<file path="src/common/bus_mem_config.svh">
`ifndef BUS_MEM_CONFIG_SVH
`define BUS_MEM_CONFIG_SVH

// width of the byte index into the array
// 11 bits give 2048 bytes, i.e. 512 words
`define MEM_ADDR_BITS 11

// first address of the boot region
// everything at or above it is folded onto the reset vector
`define BOOT_BASE 32'hBFC00000

// word at which the boot region lands
// byte address 32'h200
`define RESET_VECTOR_WORD 128

// width of the per-request wait-state count
// up to 15 stall cycles
`define STALL_BITS 4

`endif

</file>
<file path="src/common/bus_mem_pkg.sv">
`default_nettype none

package bus_mem_pkg;

	`include "bus_mem_config.svh"

	// one bus data word
	typedef logic [31:0] word_t;

	// one enable per byte lane, lane 0 is the low byte
	typedef logic [3:0] byte_en_t;

	// byte index into the storage array
	typedef logic [`MEM_ADDR_BITS-1:0] byte_idx_t;

	// number of wait states requested by the master
	typedef logic [`STALL_BITS-1:0] stall_cnt_t;

	// raw request as it appears on the bus
	typedef struct packed {
		logic [31:0] address;
		logic read;
		logic write;
		word_t writedata;
		byte_en_t byteenable;
		stall_cnt_t num_stalls;
	} bus_req_t;

	// request after address decoding
	typedef struct packed {
		byte_idx_t index;
		// whole word lies inside the array
		logic in_range;
		logic read;
		logic write;
		word_t writedata;
		byte_en_t byteenable;
		stall_cnt_t num_stalls;
	} mem_req_t;

	// wait-state controller states
	typedef enum logic [1:0] {
		// waiting for read or write
		ws_idle,
		// counting stall cycles, waitrequest held high
		ws_busy,
		// access finished, waitrequest low for one cycle
		ws_done
	} ws_state_t;

endpackage

`default_nettype wire

</file>
<file path="src/hw/wait_state_ctrl.sv">
`timescale 1ns/1ps
`default_nettype none

module wait_state_ctrl (
	input logic clk,
	input logic reset,
	input bus_mem_pkg::mem_req_t mreq_in,
	output bus_mem_pkg::mem_req_t mreq_out,
	output logic waitrequest,
	output logic access
);
	import bus_mem_pkg::*;

	ws_state_t state;
	ws_state_t state_next;

	// running stall count and the count latched at request start
	stall_cnt_t stall_cnt;
	stall_cnt_t stall_cnt_next;
	stall_cnt_t stall_target;

	logic req_valid;
	logic count_met;
	logic start_busy;

	// master holds read or write while the access is pending
	assign req_valid = mreq_in.read | mreq_in.write;

	// busy phase ends once the counter reaches the latched count
	assign count_met = (stall_cnt == stall_target);

	// a request with stalls leaves idle for busy
	assign start_busy = (state == ws_idle) && req_valid && (mreq_in.num_stalls != '0);

	// the request stays steady during the access, storage sees it unchanged
	assign mreq_out = mreq_in;

	// stretch every cycle of a request except the completion cycle
	assign waitrequest = req_valid && (state != ws_done);

	always_comb begin
		state_next = state;
		stall_cnt_next = stall_cnt;
		access = 1'b0;
		case (state)
			ws_idle: begin
				if (req_valid) begin
					if (mreq_in.num_stalls == '0) begin
						// zero stalls, access on this edge
						access = 1'b1;
						state_next = ws_done;
					end else begin
						// first stall cycle is already counted here
						stall_cnt_next = stall_cnt_t'(1);
						state_next = ws_busy;
					end
				end
			end
			ws_busy: begin
				if (!req_valid) begin
					// request withdrawn mid-count, finish without touching storage
					stall_cnt_next = '0;
					state_next = ws_done;
				end else if (!count_met) begin
					stall_cnt_next = stall_cnt + 1'b1;
				end else begin
					access = 1'b1;
					stall_cnt_next = '0;
					state_next = ws_done;
				end
			end
			ws_done: begin
				// one cycle with waitrequest low, then ready again
				state_next = ws_idle;
			end
			default: begin
				state_next = ws_idle;
				stall_cnt_next = '0;
			end
		endcase
	end

	always_ff @(posedge clk) begin
		if (reset) begin
			state <= ws_idle;
			stall_cnt <= '0;
		end else begin
			state <= state_next;
			stall_cnt <= stall_cnt_next;
		end
	end

	// capture the requested count when leaving idle
	always_ff @(posedge clk) begin
		if (reset) begin
			stall_target <= '0;
		end else if (start_busy) begin
			stall_target <= mreq_in.num_stalls;
		end
	end

endmodule

`default_nettype wire

</file>
<file path="config.mk">
export PLATFORM = sky130hd
export DESIGN_NAME = wait_state_ctrl
export DESIGN_NICKNAME = d
export VERILOG_FILES = /design/src/common/bus_mem_pkg.sv /design/src/hw/wait_state_ctrl.sv
export VERILOG_INCLUDE_DIRS = /design/src /design/src/common
export SDC_FILE = /design/constraint.sdc
export NUM_CORES = 1
export LEC_CHECK = 0
export ABC_AREA = 0
export BUFFER_PORTS_ARGS = -buffer_cell sky130_fd_sc_hd__buf_2
export CORE_ASPECT_RATIO = 1.25
export CORE_MARGIN = 10
export CORE_UTILIZATION = 36
export DETAILED_ROUTE_END_ITERATION = 6
export PLACE_DENSITY_LB_ADDON = 0.2
export SYNTH_ARGS = -nofsm -noshare
export SYNTH_HDL_FRONTEND = slang
export SYNTH_SLANG_ARGS = --single-unit
</file>
<file path="constraint.sdc">
create_clock -name clk -period 3.4 [get_ports clk]
set_input_delay 0.68 -clock clk [delete_from_list [all_inputs] [get_ports clk]]
set_output_delay 0.68 -clock clk [all_outputs]
set_load 0.1 [all_outputs]
</file>
After elaboration in Yosys (flattened, before gate mapping) --
Index checks and enable logic that the tools add are counted.
Word-level totals: register bits after elaboration 10, input bits 56, output and inout port bits 56, logic and storage cells 36
Cells by class: $add $sub $neg 1, equal/unequal tests 7, multiplexer cells 15, bitwise logic cells 2, reductions and logical operators 8
Operators with widths (count):
- two-way mux 4 bit | 4
- one-hot mux 4 bit (3 select lines) | 1
- two-way mux 2 bit | 4
- != test 2 bit (second input constant) | 3
- adder 4 x 1 -> 4 bit (second input constant) | 1
- == test 4 bit | 1
- logical NOT 4 bit | 1
- two-way mux 1 bit | 4
- one-hot mux 2 bit (2 select lines) | 1
- nonzero test 4 bit | 1
- logical AND 1 bit | 3
- != test 3 bit (second input constant) | 1
- AND reduction 3 bit | 1
- == test 2 x 1 -> 1 bit (second input constant) | 1
- == test 2 bit (second input constant) | 1
- logical NOT 2 bit | 1
- one-hot mux 1 bit (2 select lines) | 1
- AND reduction 2 bit | 1
- NOT 1 bit | 1
- OR 1 bit | 1

Logic depth before layout (Yosys ltp) --
word-level depth 4, depth in mapped cells 4, mapped depth without buffers 4

Worst setup path before layout --
Ideal clock, no wire load.
path kind input to output, from input mreq_in[40] (netlist bit), to output waitrequest, data arrival time 2.180 ns, slack 0.540 ns, cell stages on the path 2, buffers on the path 0, cell sequence nor2_1 -> a21oi_1
On the way: word-level cells in the longest chain between the ends 2
Ends and longest elaborated chain:
- start: declaration | line wait_state_ctrl.sv:7 | input bus_mem_pkg::mem_req_t mreq_in,
- OR 1 bit | line wait_state_ctrl.sv:27 | assign req_valid = mreq_in.read | mreq_in.write;
- logical AND 1 bit | line wait_state_ctrl.sv:39 | assign waitrequest = req_valid && (state != ws_done);
- end: declaration | line wait_state_ctrl.sv:9 | output logic waitrequest,
No other way between the ends.

Worst setup path in the final report --
from input mreq_in[1] (netlist bit), to output access
On the way: word-level cells in the longest chain between the ends 4
Ends and longest elaborated chain:
- logical NOT 4 bit | line wait_state_ctrl.sv:48 | if (mreq_in.num_stalls == '0) begin
- two-way mux 1 bit | line wait_state_ctrl.sv:48
- two-way mux 1 bit | line wait_state_ctrl.sv:47 | if (req_valid) begin
- one-hot mux 1 bit (2 select lines) | line wait_state_ctrl.sv:45 | case (state)
- end: declaration | line wait_state_ctrl.sv:10 | output logic access
No other way between the ends.

==> results.toml <==
[synthesis]
ys_top_cells_by_area = "buf_4, dfxtp_1, mux2i_1"
synthArstFlopShare_pct = 0
synth_top_area_cell = "buf_4"
synth-seq-cells = 10
ys_types = 29
synth_warnings = 0
synth_enable_flop_cells = 0
syn_area_um2 = 955.9
synth_ff_type = "dfxtp_1"
yosysSeqAreaShare_pct = 20.94
syn_inst = 108
synth.most_common_cell = "buf_4"
avgSynthCellArea_um2 = 8.851
synth_top_area_share_pct = 42.41
synth_common_cells = "buf_4, dfxtp_1, nor2_1"
syn_nets = 165

[sta]
finalHoldViolCount = 0
setup_ws_ps = 776.8
rsz0062_at_grt = "false"
finClkSkew_ps = 3.519
max_slew_margin_pct = 67.61
timing.final.crit_share_pct = 77.15
finalCriticalPeriod_ps = 2623
drv_slew = 0
timing.fmax_mhz = 381.2
worst-slew-pin-transition_ps = 489.3
setup_viol = 0
tns_ps = 0

[die]
die_h_um = 77.61
dieArea_mm2 = 0.005129
initial_core_util_pct = 38.59
num_io_pins = 112
die_w_um = 66.09
core_area_mm2 = 0.002477
fp-row-count = 20

[layout]
n_antenna_cell = 0
drive_above_1_share_pct = 35.21
ff_latch_area_um2 = 200.2
fillers = 266
fin_nets = 130
multi_input_area_um2 = 342.8
area.growth.synth_to_final_pct = -28.27

[detailed_routing]
ant_nets = 0
drt-wirelength-per-cell_um = 15.60
via_count = 532
drtIter0Drc = 17
drc = 0
viasPerCell = 5.115
firstDrtPassIters = 4
wl_um = 1622

[clock_tree]
clk_pin_slew_ps = 60
cts_sinks = 10
insertion_delay_ps = 260
cts_setup_buffers = 0
cts_buffer_depth = 2
cts_hold_buf = 0
clock-root-buffer = "clkbuf_4"
cts_tree = "done"
cts_buffers = 3
htree_levels = 1
cts_resized = 0

[flow_run]
max-cap-violations = 0

[power]
pwr-share-comb_pct = 37.0
p_leak_nw = 0.2955
p_switching_mw = 0.1403
p_sw_share_pct = 40.59
peakVddDrop_mv = 0.2606
internal_power_mw = 0.2054
power_frac_seq_pct = 40.3
power_frac_clock_pct = 22.7
p_per_area_mw_per_mm2 = 504.3

[global_route]
antenna_found_initial = 0
grt_pass1_wl_um = 2670
grt_max_degree = 10
grtUsageTotal_pct = 6.273
overflow = 0
grt_pass1_vias = 533

[critical_path]
reg2reg_from = "stall_cnt[0]$_SDFFE_PP0P_"
crit_type = "primary input to output port"
cp.required_ps = 2720
r2r_slack_ps = 2040
worstRegToRegCells = 4
critical_path.max_fanout = 4
r2r_end = "state[1]$_SDFFE_PP0P_"
arrival_ps = 1940
end_kind = "output port"
startpoint_type = "primary input"
crit_end = "access"
crit_start = "mreq_in[1]"

[placement]
preCtsSetupSlack_ps = 749.9
dp_hpwl_um = 1360
numPortBuffers = 15
gp_congestion = 0.6828

[hold_path]
worstHoldStart = "state[1]$_SDFFE_PP0P_"
holdCritPathClass = "flip-flop to flip-flop"

[run_status]
outcome = "finished clean"
-- worst min-delay path by stage --
stage / slack (ps) / cells past startpoint / endpoint
final: 490 / 1 / state[1]$_SDFFE_PP0P_
after global routing: 520 / 1 / state[1]$_SDFFE_PP0P_
after CTS: 490 / 1 / state[1]$_SDFFE_PP0P_
after detailed placement: 480 / 1 / state[1]$_SDFFE_PP0P_
after global placement: 490 / 1 / state[1]$_SDFFE_PP0P_
after floorplan: 460 / 1 / state[1]$_SDFFE_PP0P_
-- placed cells by master, fill, tap and decap left out, drive strengths merged, types with 2 or more instances in the layout --
cell,n
xnor2,4
nor3,3
o21ai,2
nor2,8
a21oi,2
nand2,2
buf,15
nor2b,2
mux2i,4
dfxtp,10
clkbuf,3
-- stage by stage --
step                      total power, mW  cells  util (%)  area, um^2  hold slack (ps)
after detailed placement           0.2709    101     26.77       663.1            484.4
after floorplan                    0.5166    108         -       955.9            461.0
after global routing               0.3691    104     27.68       685.7            524.2
after global placement             0.2727    101     26.77       663.1            486.5
after CTS                          0.3528    104     27.68       685.7            494.6
final                              0.3458    104     27.68       685.7            491.1
-- layer usage --
layer	part of all wire [%]	global-route usage (%)	up-vias
li1	-	-	235
met5	0	0	-
met3	17	6.034	26
met1	29	5.370	228
met2	47	8.541	43
met4	6.3	5.252	0
-- cell families (layout without fill, tap and decap cells) --
group                      count (synthesis)  after routing  synth area share, %
AOI/OAI and AO/OA                         12             12                11.39
and+or+nand+nor                           20             20                14.40
adders and majority gates                  1              1                1.309
xor gates and xnor gates                   5              5                4.581
muxes                                      4              4                4.189
buffers and inverters                     56             19                43.19
DFF                                       10             10                20.94
-- state kept, by name, indices dropped and copies added (netlist names) --
register	count
stall_target	4
stall_cnt	4
state	2
-- final cells by class --
class                   count  area share [%]
multi-input cells          42           50.00
flip-flops and latches     10           29.20
repair buffers             15           10.95
well taps                  33           6.022
clock buffers               3           3.285
inverters                   1          0.5474
-- power groups by stage --
stage / Sequential [mW] / Clock [mW] / Combinational, mW
6_report: 0.139 / 0.0783 / 0.128
5_1_grt: 0.141 / 0.0908 / 0.137
4_1_cts: 0.140 / 0.0841 / 0.129
3_5_place_dp: 0.142 / 0 / 0.129
3_3_place_gp: 0.143 / 0 / 0.130
2_1_floorplan: 0.140 / 0 / 0.377
-- worst max-delay path, stage by stage --
cell     delay, ps
buf_2          120
nor4_4         420
nand2_1         80
o21ai_0         80
and2_1         140
buf_2          420
Power figures use the tool's default switching activity.
