==> src/common/bus_mem_config.svh <==
`ifndef BUS_MEM_CONFIG_SVH
`define BUS_MEM_CONFIG_SVH

// width of the byte index into the array
// 11 bits give 2048 bytes, i.e. 512 words
`define MEM_ADDR_BITS 11

// first address of the boot region
// everything at or above it is folded onto the reset vector
`define BOOT_BASE 32'hBFC00000

// word at which the boot region lands
// byte address 32'h200
`define RESET_VECTOR_WORD 128

// width of the per-request wait-state count
// up to 15 stall cycles
`define STALL_BITS 4

`endif

==> src/common/bus_mem_pkg.sv <==
`default_nettype none

package bus_mem_pkg;

	`include "bus_mem_config.svh"

	// one bus data word
	typedef logic [31:0] word_t;

	// one enable per byte lane, lane 0 is the low byte
	typedef logic [3:0] byte_en_t;

	// byte index into the storage array
	typedef logic [`MEM_ADDR_BITS-1:0] byte_idx_t;

	// number of wait states requested by the master
	typedef logic [`STALL_BITS-1:0] stall_cnt_t;

	// raw request as it appears on the bus
	typedef struct packed {
		logic [31:0] address;
		logic read;
		logic write;
		word_t writedata;
		byte_en_t byteenable;
		stall_cnt_t num_stalls;
	} bus_req_t;

	// request after address decoding
	typedef struct packed {
		byte_idx_t index;
		// whole word lies inside the array
		logic in_range;
		logic read;
		logic write;
		word_t writedata;
		byte_en_t byteenable;
		stall_cnt_t num_stalls;
	} mem_req_t;

	// wait-state controller states
	typedef enum logic [1:0] {
		// waiting for read or write
		ws_idle,
		// counting stall cycles, waitrequest held high
		ws_busy,
		// access finished, waitrequest low for one cycle
		ws_done
	} ws_state_t;

endpackage

`default_nettype wire

==> src/hw/bus_request_decode.sv <==
`timescale 1ns/1ps
`default_nettype none

`include "bus_mem_config.svh"

module bus_request_decode (
	input bus_mem_pkg::bus_req_t req,
	output bus_mem_pkg::mem_req_t mreq
);
	import bus_mem_pkg::*;

	// byte offset of the reset vector word inside the array
	localparam logic [31:0] boot_byte_offset = 32'(`RESET_VECTOR_WORD) * 32'd4;

	// last byte index at which all four bytes of a word still fit
	localparam logic [31:0] last_word_start = (32'd1 << `MEM_ADDR_BITS) - 32'd4;

	logic boot_access;
	logic [31:0] byte_addr;

	// boot region sits at the top of the address map
	assign boot_access = (req.address >= `BOOT_BASE);

	// fold the boot region onto word 128
	// data addresses go through unchanged
	always_comb begin
		if (boot_access) begin
			byte_addr = req.address - `BOOT_BASE + boot_byte_offset;
		end else begin
			byte_addr = req.address;
		end
	end

	always_comb begin
		// low bits select the byte, upper bits only matter for the range check
		mreq.index = byte_addr[`MEM_ADDR_BITS-1:0];
		// the full-width address decides the range, so nothing aliases
		mreq.in_range = (byte_addr <= last_word_start);
		// remaining fields pass straight across
		mreq.read = req.read;
		mreq.write = req.write;
		mreq.writedata = req.writedata;
		mreq.byteenable = req.byteenable;
		mreq.num_stalls = req.num_stalls;
	end

endmodule

`default_nettype wire

==> config.mk <==
export PLATFORM = sky130hd
export DESIGN_NAME = bus_request_decode
export DESIGN_NICKNAME = d
export VERILOG_FILES = /design/src/common/bus_mem_pkg.sv /design/src/hw/bus_request_decode.sv
export VERILOG_INCLUDE_DIRS = /design/src /design/src/common
export SDC_FILE = /design/constraint.sdc
export NUM_CORES = 1
export LEC_CHECK = 0
export BUFFER_PORTS_ARGS = -buffer_cell sky130_fd_sc_hd__buf_2
export CORE_UTILIZATION = 31
export DETAILED_ROUTE_END_ITERATION = 16
export GPL_TIMING_DRIVEN = 0
export PLACE_DENSITY_LB_ADDON = 0.1
export SLEW_MARGIN = 20
export SYNTH_ARGS = -nofsm -noshare
export SYNTH_HDL_FRONTEND = slang
export SYNTH_SLANG_ARGS = --single-unit
==> constraint.sdc <==
create_clock -name vclk -period 1.3
set_input_delay 0 -clock vclk [all_inputs]
set_output_delay 0 -clock vclk [all_outputs]
set_load 0.05 [all_outputs]
Word level (Yosys, flattened, before mapping):

Cells that the tools add are included.

* register bits: 0
* bits of input ports: 74
* output and inout port bits: 54
* word-level logic and storage cells: 5

* $add $sub $neg: 2
* $lt $le $gt $ge: 2
* muxes and demuxes: 1

Operator list (count)
* 32-bit by 10-bit adder with 32-bit output (second input constant): 1
* 32-bit >= comparator (second input constant): 1
* 32-bit by 11-bit <= comparator with 1-bit output (second input constant): 1
* 32-bit 2-to-1 mux: 1
* 32-bit subtractor (second input constant): 1

Longest topological paths before layout:

Gate-level depths: netlist (run 1).

* depth after elaboration: 4
* depth in mapped cells: 9
* mapped depth without buffers: 8

Worst setup path before layout (run 1):

Ideal clock, no wire load.

* path kind: input -> output
* from: input req[51] in the netlist's numbering
* to: output mreq[42] in the netlist's numbering
* arrival time: 2.669 ns
* required time: 1.300 ns
* path slack: -1.369 ns
* stages: 8
* path through: ha_1 > nand3_1 > nor2_1 > a31oi_1 > nor3_1 > mux2i_1 > nand3_1 > nor4bb_1

RTL lines
* start: declaration: line bus_request_decode.sv:7 `input bus_mem_pkg::bus_req_t req,`
* end: declaration: line bus_request_decode.sv:8 `output bus_mem_pkg::mem_req_t mreq`

==> results of run 1 <==
-- synth_stat cells (2+ instances only) --
cell type	number	share of area (%)
buf_4	51	36
nand3_1	11	5.2
nor2_1	9	3.2
nand2_1	8	2.8
inv_1	7	2.5
a21oi_1	6	2.8
nand4_1	6	3.6
a31oi_1	4	2.4
o21ai_0	4	1.9
nor3_1	3	1.4
xnor2_1	3	2.5
a211oi_1	2	1.4
a22oi_1	2	1.4
mux2i_1	2	1.9
o211ai_1	2	1.4
o22ai_1	2	1.2
-- final cells by class --
type,count,area (um^2),area share (%)
multi-input cells,88,753.2,38.49
repair buffers,107,694.4,35.49
plain buffers,53,427.9,21.87
well taps,44,55.05,2.813
inverters,7,26.28,1.343
-- layer usage --
layer / track usage [%] / wire, um
met5: 0 / 0
met4: 0.6645 / 35
met1: 20.28 / 1396
met3: 0.8529 / 302
met2: 33.44 / 1878
-- through the flow --
stage | hold WS (ns) | std cells | worst slack, ns
after global placement | 0.3016 | 277 | -0.8386
final | 0.3015 | 299 | -0.4141
after global routing | 0.3042 | 299 | -0.4690
after detailed placement | 0.3021 | 277 | -0.8189
after CTS | 0.3021 | 292 | -0.3552
after floorplan | 0.1671 | 149 | -0.5078
-- path summary, 6_finish.rpt --
check / startpoint / to / slack (ns) / depth (start not counted)
worst max-delay path: req[52] / mreq[42] / -0.41 / 10
worst min-delay path: req[4] / mreq[4] / 0.30 / 2
-- what timing repair did --
action                                  in CTS  in global routing
pin swaps                                   18                 10
endpoints found under the setup margin       2                  2
setup buffers                               16                  7
hold buffers                                 0                  0
resized for setup                           27                 27
-- logic make-up after synthesis --
group                      Yosys count  share of synthesized area, %
and+or+nand+nor                     49                         29.03
muxes                                3                         2.962
xor gates and xnor gates             4                         3.318
AOI/OAI and AO/OA                   31                         22.39
buffers and inverters               61                         41.11
adders and majority gates            1                         1.185
-- power by group --
group	leakage (nW)	switching, mW	internal, mW	total [mW]
Combinational	0.972	0.524	0.329	0.854
Sequential	0	0	0	0
Clock	0	0	0	0
==> impl_metrics.toml, run 1 <==
[run_status]
status = "finished with violations"
violations = "setup timing"

[routing]
vias_per_cell = 4.786
routed_wl_um = 3612
drc = 0
drt-pass1-iter-count = 5
routedWlPerCell_um = 12.08
drtIter0Drc = 38
vias = 1431
ant_nets = 0

[setup_path]
cp_max_fo = 4
endpoint_kind = "output pin"
cp_slowest_stage_delay_ns = 0.31
worst_ep_arrival_time_ns = 1.71
critPathRequiredTime_ns = 1.30
worst-path-buf-inv = 2
crit_path_start_kind = "input port"
timing.critical_path.max_delay_family = "simple AND/OR/NAND/NOR gates"
path_cells = "buf_8, ha_4, nand3_4, nor2_4, a31oi_4, nor3_4, mux2i_2, nand3_2, nor4bb_4, buf_6"
crit_slowest_cell = "mux2i_2"
crit_type = "input port to output pin"

[finish]
syn2layout_area_growth_pct = 85.31
fillCellCount = 319
fin_area_um2 = 1957
final_util_pct = 62.06
nFlopsAndLatches = 0
final_cell_mix = "75 x buf_4, 71 x buf_2, 9 x nand3_1"
antennaDiodeCount = 0
nets = 332
drive_above_1_share_pct = 72.55
register_area_um2 = 0
clkbuf_count = 0
mostFrequentLayoutCell = "buf_4"

[sta]
setup-tns-final_ns = -0.4141
worstMarginPinSlew_ns = 0.3093
min_period_ns = 1.714
fmax_mhz = 583.4
setup_violations = 1
period_share_pct = 131.9
rsz0062_at_grt = "true"
hold_viol = 0
drv_slew = 0
layout_setup_ws_ns = -0.4141
slew-limit-headroom_pct = 79.23

[power]
power_uw = 853.8
ir_worst_vdd_mv = 0.2897
powerDensity_nw_per_um2 = 436.3
power.leakage_nw = 0.9720

[floorplanning]
coreArea_um2 = 3153
dieArea_um2 = 3644
start_util_pct = 33.49
die_h_um = 60.37
ios = 128
dieWidth_um = 60.37
row_count = 20

[place]
portBuffers = 84
gp_congestion = 0.8018
dp_hpwl_um = 2586
post_dp_cell_area_um2 = 1584

[grt]
grtUsageTotal_pct = 16.72
grt_pass1_wl_um = 4802
grt_pass1_vias = 1101
grt_max_degree = 9
grt-ovfl-total = 0
antenna_found_initial = 0

[synth]
syn-cell-area_um2 = 1056
ys_seq_area_share_pct = 0
synth_nets = 224
syn_inst = 149
synth_warnings = 0
ys_types = 43
syn_avg_cell_area_um2 = 7.087

[job]
drv_cap = 0

[min_path]
hold_class = "input port to output pin"
No activity file was read; power rests on OpenSTA's default activity.
==> inputs of run 2 (changes only) <==
--- a/config.mk
+++ b/config.mk
@@ -7,7 +7,7 @@
 export NUM_CORES = 1
 export LEC_CHECK = 0
 export BUFFER_PORTS_ARGS = -buffer_cell sky130_fd_sc_hd__buf_2
-export CORE_UTILIZATION = 31
+export CORE_UTILIZATION = 37
 export DETAILED_ROUTE_END_ITERATION = 16
 export GPL_TIMING_DRIVEN = 0
 export PLACE_DENSITY_LB_ADDON = 0.1
==> constraint.sdc (replaced) <==
create_clock -name vclk -period 2.1
set_input_delay 0 -clock vclk [all_inputs]
set_output_delay 0 -clock vclk [all_outputs]
set_load 0.05 [all_outputs]
==> impl_metrics.toml, run 2 (synthesized netlist as in run 1, its figures left out) <==
[sta]
drv_slew = 0
period_share_pct = 89.76
worstMarginPinSlew_ns = 0.3192
rsz0062_at_grt = "false"
setup_violations = 0
hold_viol = 0
fmax_mhz = 530.5
min_period_ns = 1.885
slew-limit-headroom_pct = 78.62

[routing]
ant_nets = 0
routedWlPerCell_um = 10.53
drc = 0
routed_wl_um = 2779
vias = 1237
drtIter0Drc = 55
vias_per_cell = 4.686
drt-pass1-iter-count = 6

[finish]
nFlopsAndLatches = 0
mostFrequentLayoutCell = "buf_2"
fillCellCount = 290
final_cell_mix = "84 x buf_2, 51 x buf_4, 10 x nand3_1"
register_area_um2 = 0
antennaDiodeCount = 0
clkbuf_count = 0
drive_above_1_share_pct = 66.09
nets = 310
final_util_pct = 56.93
stdcell_count = 264
syn2layout_area_growth_pct = 47.39
multi_input_area_um2 = 656.9

[setup_path]
worst_ep_arrival_time_ns = 1.88
path_cells = "buf_2, ha_2, nand3_2, nor2_4, a31oi_1, nor3_2, mux2i_1, nand3_1, nor4bb_4, buf_6"
cp_max_fo = 7
crit_path_start_kind = "input port"
crit_slowest_cell = "nor4bb_4"
endpoint_kind = "output pin"
cp_slowest_stage_delay_ns = 0.29
crit_type = "input port to output pin"
critPathRequiredTime_ns = 2.10

[place]
dp_hpwl_um = 2489
portBuffers = 84
placed_cells = 264
gp_congestion = 0.8450

[grt]
grt_max_degree = 9
grt_pass1_wl_um = 4581
grt_util_met2_pct = 32.01
antenna_found_initial = 0
grtUsageTotal_pct = 17.17
grt_util_met1_pct = 23.00
grt_busiest_layer = "met2"
grt_use_met3_pct = 0.9368
grt_pass1_vias = 1097
grt-ovfl-total = 0

[floorplanning]
row_count = 19
dieArea_um2 = 3072
die_h_um = 55.43
coreArea_um2 = 2734
dieWidth_um = 55.43
start_util_pct = 38.63
ios = 128

[min_path]
min_from = "req[28]"
hold_class = "input port to output pin"
whs_endpoint = "mreq[28]"
whs_path_depth = 2

[power]
power.leakage_nw = 0.8013
ir_worst_vdd_mv = 0.2440
powerDensity_nw_per_um2 = 292.4

[job]
drv_cap = 0

[clocking]
post_cts_buffers = 0
hold_buffers = 0

[run_status]
status = "finished, final reports clean"
==> run 2: routing by layer <==
layer  wire length [um]  part of all wire, %  vias to the layer above
met5                  0                    0                        -
met4                  0                    0                        0
met3                218                  7.8                        0
met2               1380                   50                       67
met1               1181                   42                      517
li1                   -                    -                      653
==> run 2: what timing repair did <==
item	CTS	global route
setup endpoints to repair	1	1
resized for setup	2	5
pin swaps	0	0
==> run 2: worst max-delay path by stage <==
stage	slack, ns	from	to
final	0.22	req[51]	mreq[42]
after global routing	0.01	req[51]	mreq[42]
after CTS	0.005	req[51]	mreq[42]
after detailed placement	-0.10	req[51]	mreq[42]
after global placement	-0.10	req[51]	mreq[42]
after floorplan	0.26	req[51]	mreq[42]
==> run 2: power by group <==
part | internal (mW) | total, mW | switching, mW
combinational | 0.153 | 0.455 | 0.302
clock | 0 | 0 | 0
sequential | 0 | 0 | 0
total | 0.153 | 0.455 | 0.302
==> run 2: cell type report <==
type	count	area share [%]
Buffer	54	26.21
Inverter	7	1.688
Multi-Input combinational cell	88	42.20
Tap cell	31	2.492
Timing Repair Buffer	84	27.41
==> run 2: worst max-delay path: cells and delay by family <==
| family | cells | cell delay, ns |
|---|---|---|
| and+or+nand+nor | 5 | 0.90 |
| buffers and inverters | 2 | 0.35 |
| adders and majority gates | 1 | 0.25 |
| muxes | 1 | 0.24 |
| AOI/OAI and AO/OA | 1 | 0.15 |
==> run 2: per-stage QoR <==
step	instance area [um^2]	setup TNS [ns]	setup slack [ns]	power [mW]	hold slack, ns
floorplan	1071	0	0.2584	0.3463	0.1671
global placement	1530	-0.1015	-0.1015	0.4537	0.3013
detailed placement	1530	-0.1037	-0.1037	0.4538	0.3018
CTS	1535	0	0.004713	0.4550	0.3018
global route	1556	0	0.01362	0.4801	0.3034
finish	1556	0	0.2151	0.4552	0.3013
==> inputs of run 3 (changes only) <==
--- a/config.mk
+++ b/config.mk
@@ -6,8 +6,9 @@
 export SDC_FILE = /design/constraint.sdc
 export NUM_CORES = 1
 export LEC_CHECK = 0
+export ABC_AREA = 1
 export BUFFER_PORTS_ARGS = -buffer_cell sky130_fd_sc_hd__buf_2
-export CORE_UTILIZATION = 37
+export CORE_UTILIZATION = 38
 export DETAILED_ROUTE_END_ITERATION = 16
 export GPL_TIMING_DRIVEN = 0
 export PLACE_DENSITY_LB_ADDON = 0.1
==> impl_metrics.toml, run 3 <==
[synth]
synth_xor_area_share_pct = 2.087
ys_seq_area_share_pct = 0
synth_compound_area_share_pct = 3.380
syn_inst = 245
synth_common_cells = "81 x nand2_1, 52 x buf_4, 32 x nor2_1"
ys_types = 20
syn-cell-area_um2 = 1259
synth_warnings = 0
synth_area_leaders = "buf_4 31%, nand2_1 24%, nand3_1 9.5%"
synth_fa_ha_area_share_pct = 0.9940
synth_top_family_by_area = "simple AND/OR/NAND/NOR gates"
yosys.area.top_type = "buf_4"
yosysMostFrequentCell = "nand2_1"
synth_nets = 320
netlist.area_leader.share_pct = 31.01
syn_avg_cell_area_um2 = 5.138
synthMuxAreaShare_pct = 0
synthSimpleGateAreaFrac_pct = 52.39

[floorplanning]
row_count = 20
dieArea_um2 = 3547
coreArea_um2 = 3103
die_h_um = 59.56
start_util_pct = 40.56
ios = 128
dieWidth_um = 59.56

[finish]
mostFrequentLayoutCell = "buf_2"
antennaDiodeCount = 0
register_area_um2 = 0
nets = 408
final_util_pct = 56.21
drive_above_1_share_pct = 44.41
clkbuf_count = 0
syn2layout_area_growth_pct = 38.57
final_cell_mix = "86 x buf_2, 81 x nand2_1, 52 x buf_4"
nFlopsAndLatches = 0
fillCellCount = 343
stdcell_count = 375
fin_area_um2 = 1744

[sta]
holdWs_ns = 0.3013
slew-limit-headroom_pct = 72.93
setup_violations = 0
rsz0062_at_grt = "false"
layout_setup_ws_ns = 0.2842
drv_slew = 0
setup-tns-final_ns = 0
worstMarginPinSlew_ns = 0.4029
fmax_mhz = 550.7
min_period_ns = 1.816
period_share_pct = 86.47
hold_viol = 0

[place]
dp_hpwl_um = 2799
portBuffers = 86
placed_cells = 375
place_ws_ns = 0.3073
gp_congestion = 0.8891
post_dp_cell_area_um2 = 1744

[clocking]
post_cts_buffers = 0
hold_buffers = 0
ctsResizeCount = 0

[routing]
drc = 0
vias_per_cell = 4.267
vias = 1600
ant_nets = 0
routed_wl_um = 3200
drtIter0Drc = 27
routedWlPerCell_um = 8.533
drt-pass1-iter-count = 7

[grt]
grtUsageTotal_pct = 16.66
grt_max_degree = 11
grt-ovfl-total = 0
antenna_found_initial = 0
grt_pass1_wl_um = 4809
grt_pass1_vias = 1138

[min_path]
whs_path_depth = 2
whs_endpoint = "mreq[11]"
min_from = "req[11]"
hold_class = "input port to output pin"

[setup_path]
worst_ep_arrival_time_ns = 1.82
endpoint_kind = "output pin"
cp_max_fo = 4
crit_type = "input port to output pin"
crit_path_start_kind = "input port"
critPathRequiredTime_ns = 2.10

[power]
power.leakage_nw = 1.076
ir_worst_vdd_mv = 0.1612
powerDensity_nw_per_um2 = 268.0
power_uw = 467.4

[job]
drv_cap = 0

[run_status]
status = "finished, final reports clean"
run 3: cell count changes after synthesis, sizes merged, moves of 3 or more:
cell and delta:
nand4 -4, xnor2 -3, a31oi -4, inv +20
nand3 +14, a21oi -6, nand2 +76, nor2 +25
run 3: cell type report:
| cell class | count | area (um^2) | area share [%] |
|---|---|---|---|
| multi-input combinational | 164 | 740.7 | 42.47 |
| inverter | 27 | 101.3 | 5.811 |
| buffer | 54 | 416.7 | 23.89 |
| timing repair buffer | 86 | 430.4 | 24.68 |
| tap | 44 | 55.05 | 3.156 |
run 3: worst max-delay path by stage:
stage,start,to,slack [ns],depth (start not counted)
after floorplan,req[69],mreq[42],0.25,12
after global placement,req[51],mreq[42],0.31,15
after detailed placement,req[51],mreq[42],0.31,15
after CTS,req[51],mreq[42],0.29,15
after global routing,req[51],mreq[42],0.08,13
final,req[51],mreq[42],0.28,15
run 3: cell families (layout without fill, tap and decap cells):
logic type	count (synthesis)	count (layout)
XOR/XNOR	3	3
adder cells (fa/ha/maj)	1	1
AO/OA/AOI/OAI	8	8
AND/OR/NAND/NOR	152	152
buffers and inverters	81	167
run 3: metal layers:
layer | wire length [um] | track usage, % | vias up
met2 | 1522 | 30.18 | 79
met5 | 0 | 0 | -
met1 | 1390 | 23.25 | 643
met4 | 0 | 0 | 0
met3 | 287 | 0.4367 | 0
li1 | - | - | 878
run 3: critical path: stages:
cell	delay, ns
buf_2	0.12
ha_1	0.20
nand3_1	0.09
nor2_1	0.23
inv_1	0.13
nor2_1	0.14
nand2_2	0.06
nand2_1	0.05
nand2_1	0.05
nor2_1	0.13
nand2_1	0.08
nor2_1	0.10
nand3_1	0.07
nor2_1	0.10
buf_2	0.27
run 3: power by group:
group | internal, mW | switching (mW)
Clock | 0 | 0
Combinational | 0.155 | 0.312
Sequential | 0 | 0
Total | 0.155 | 0.312
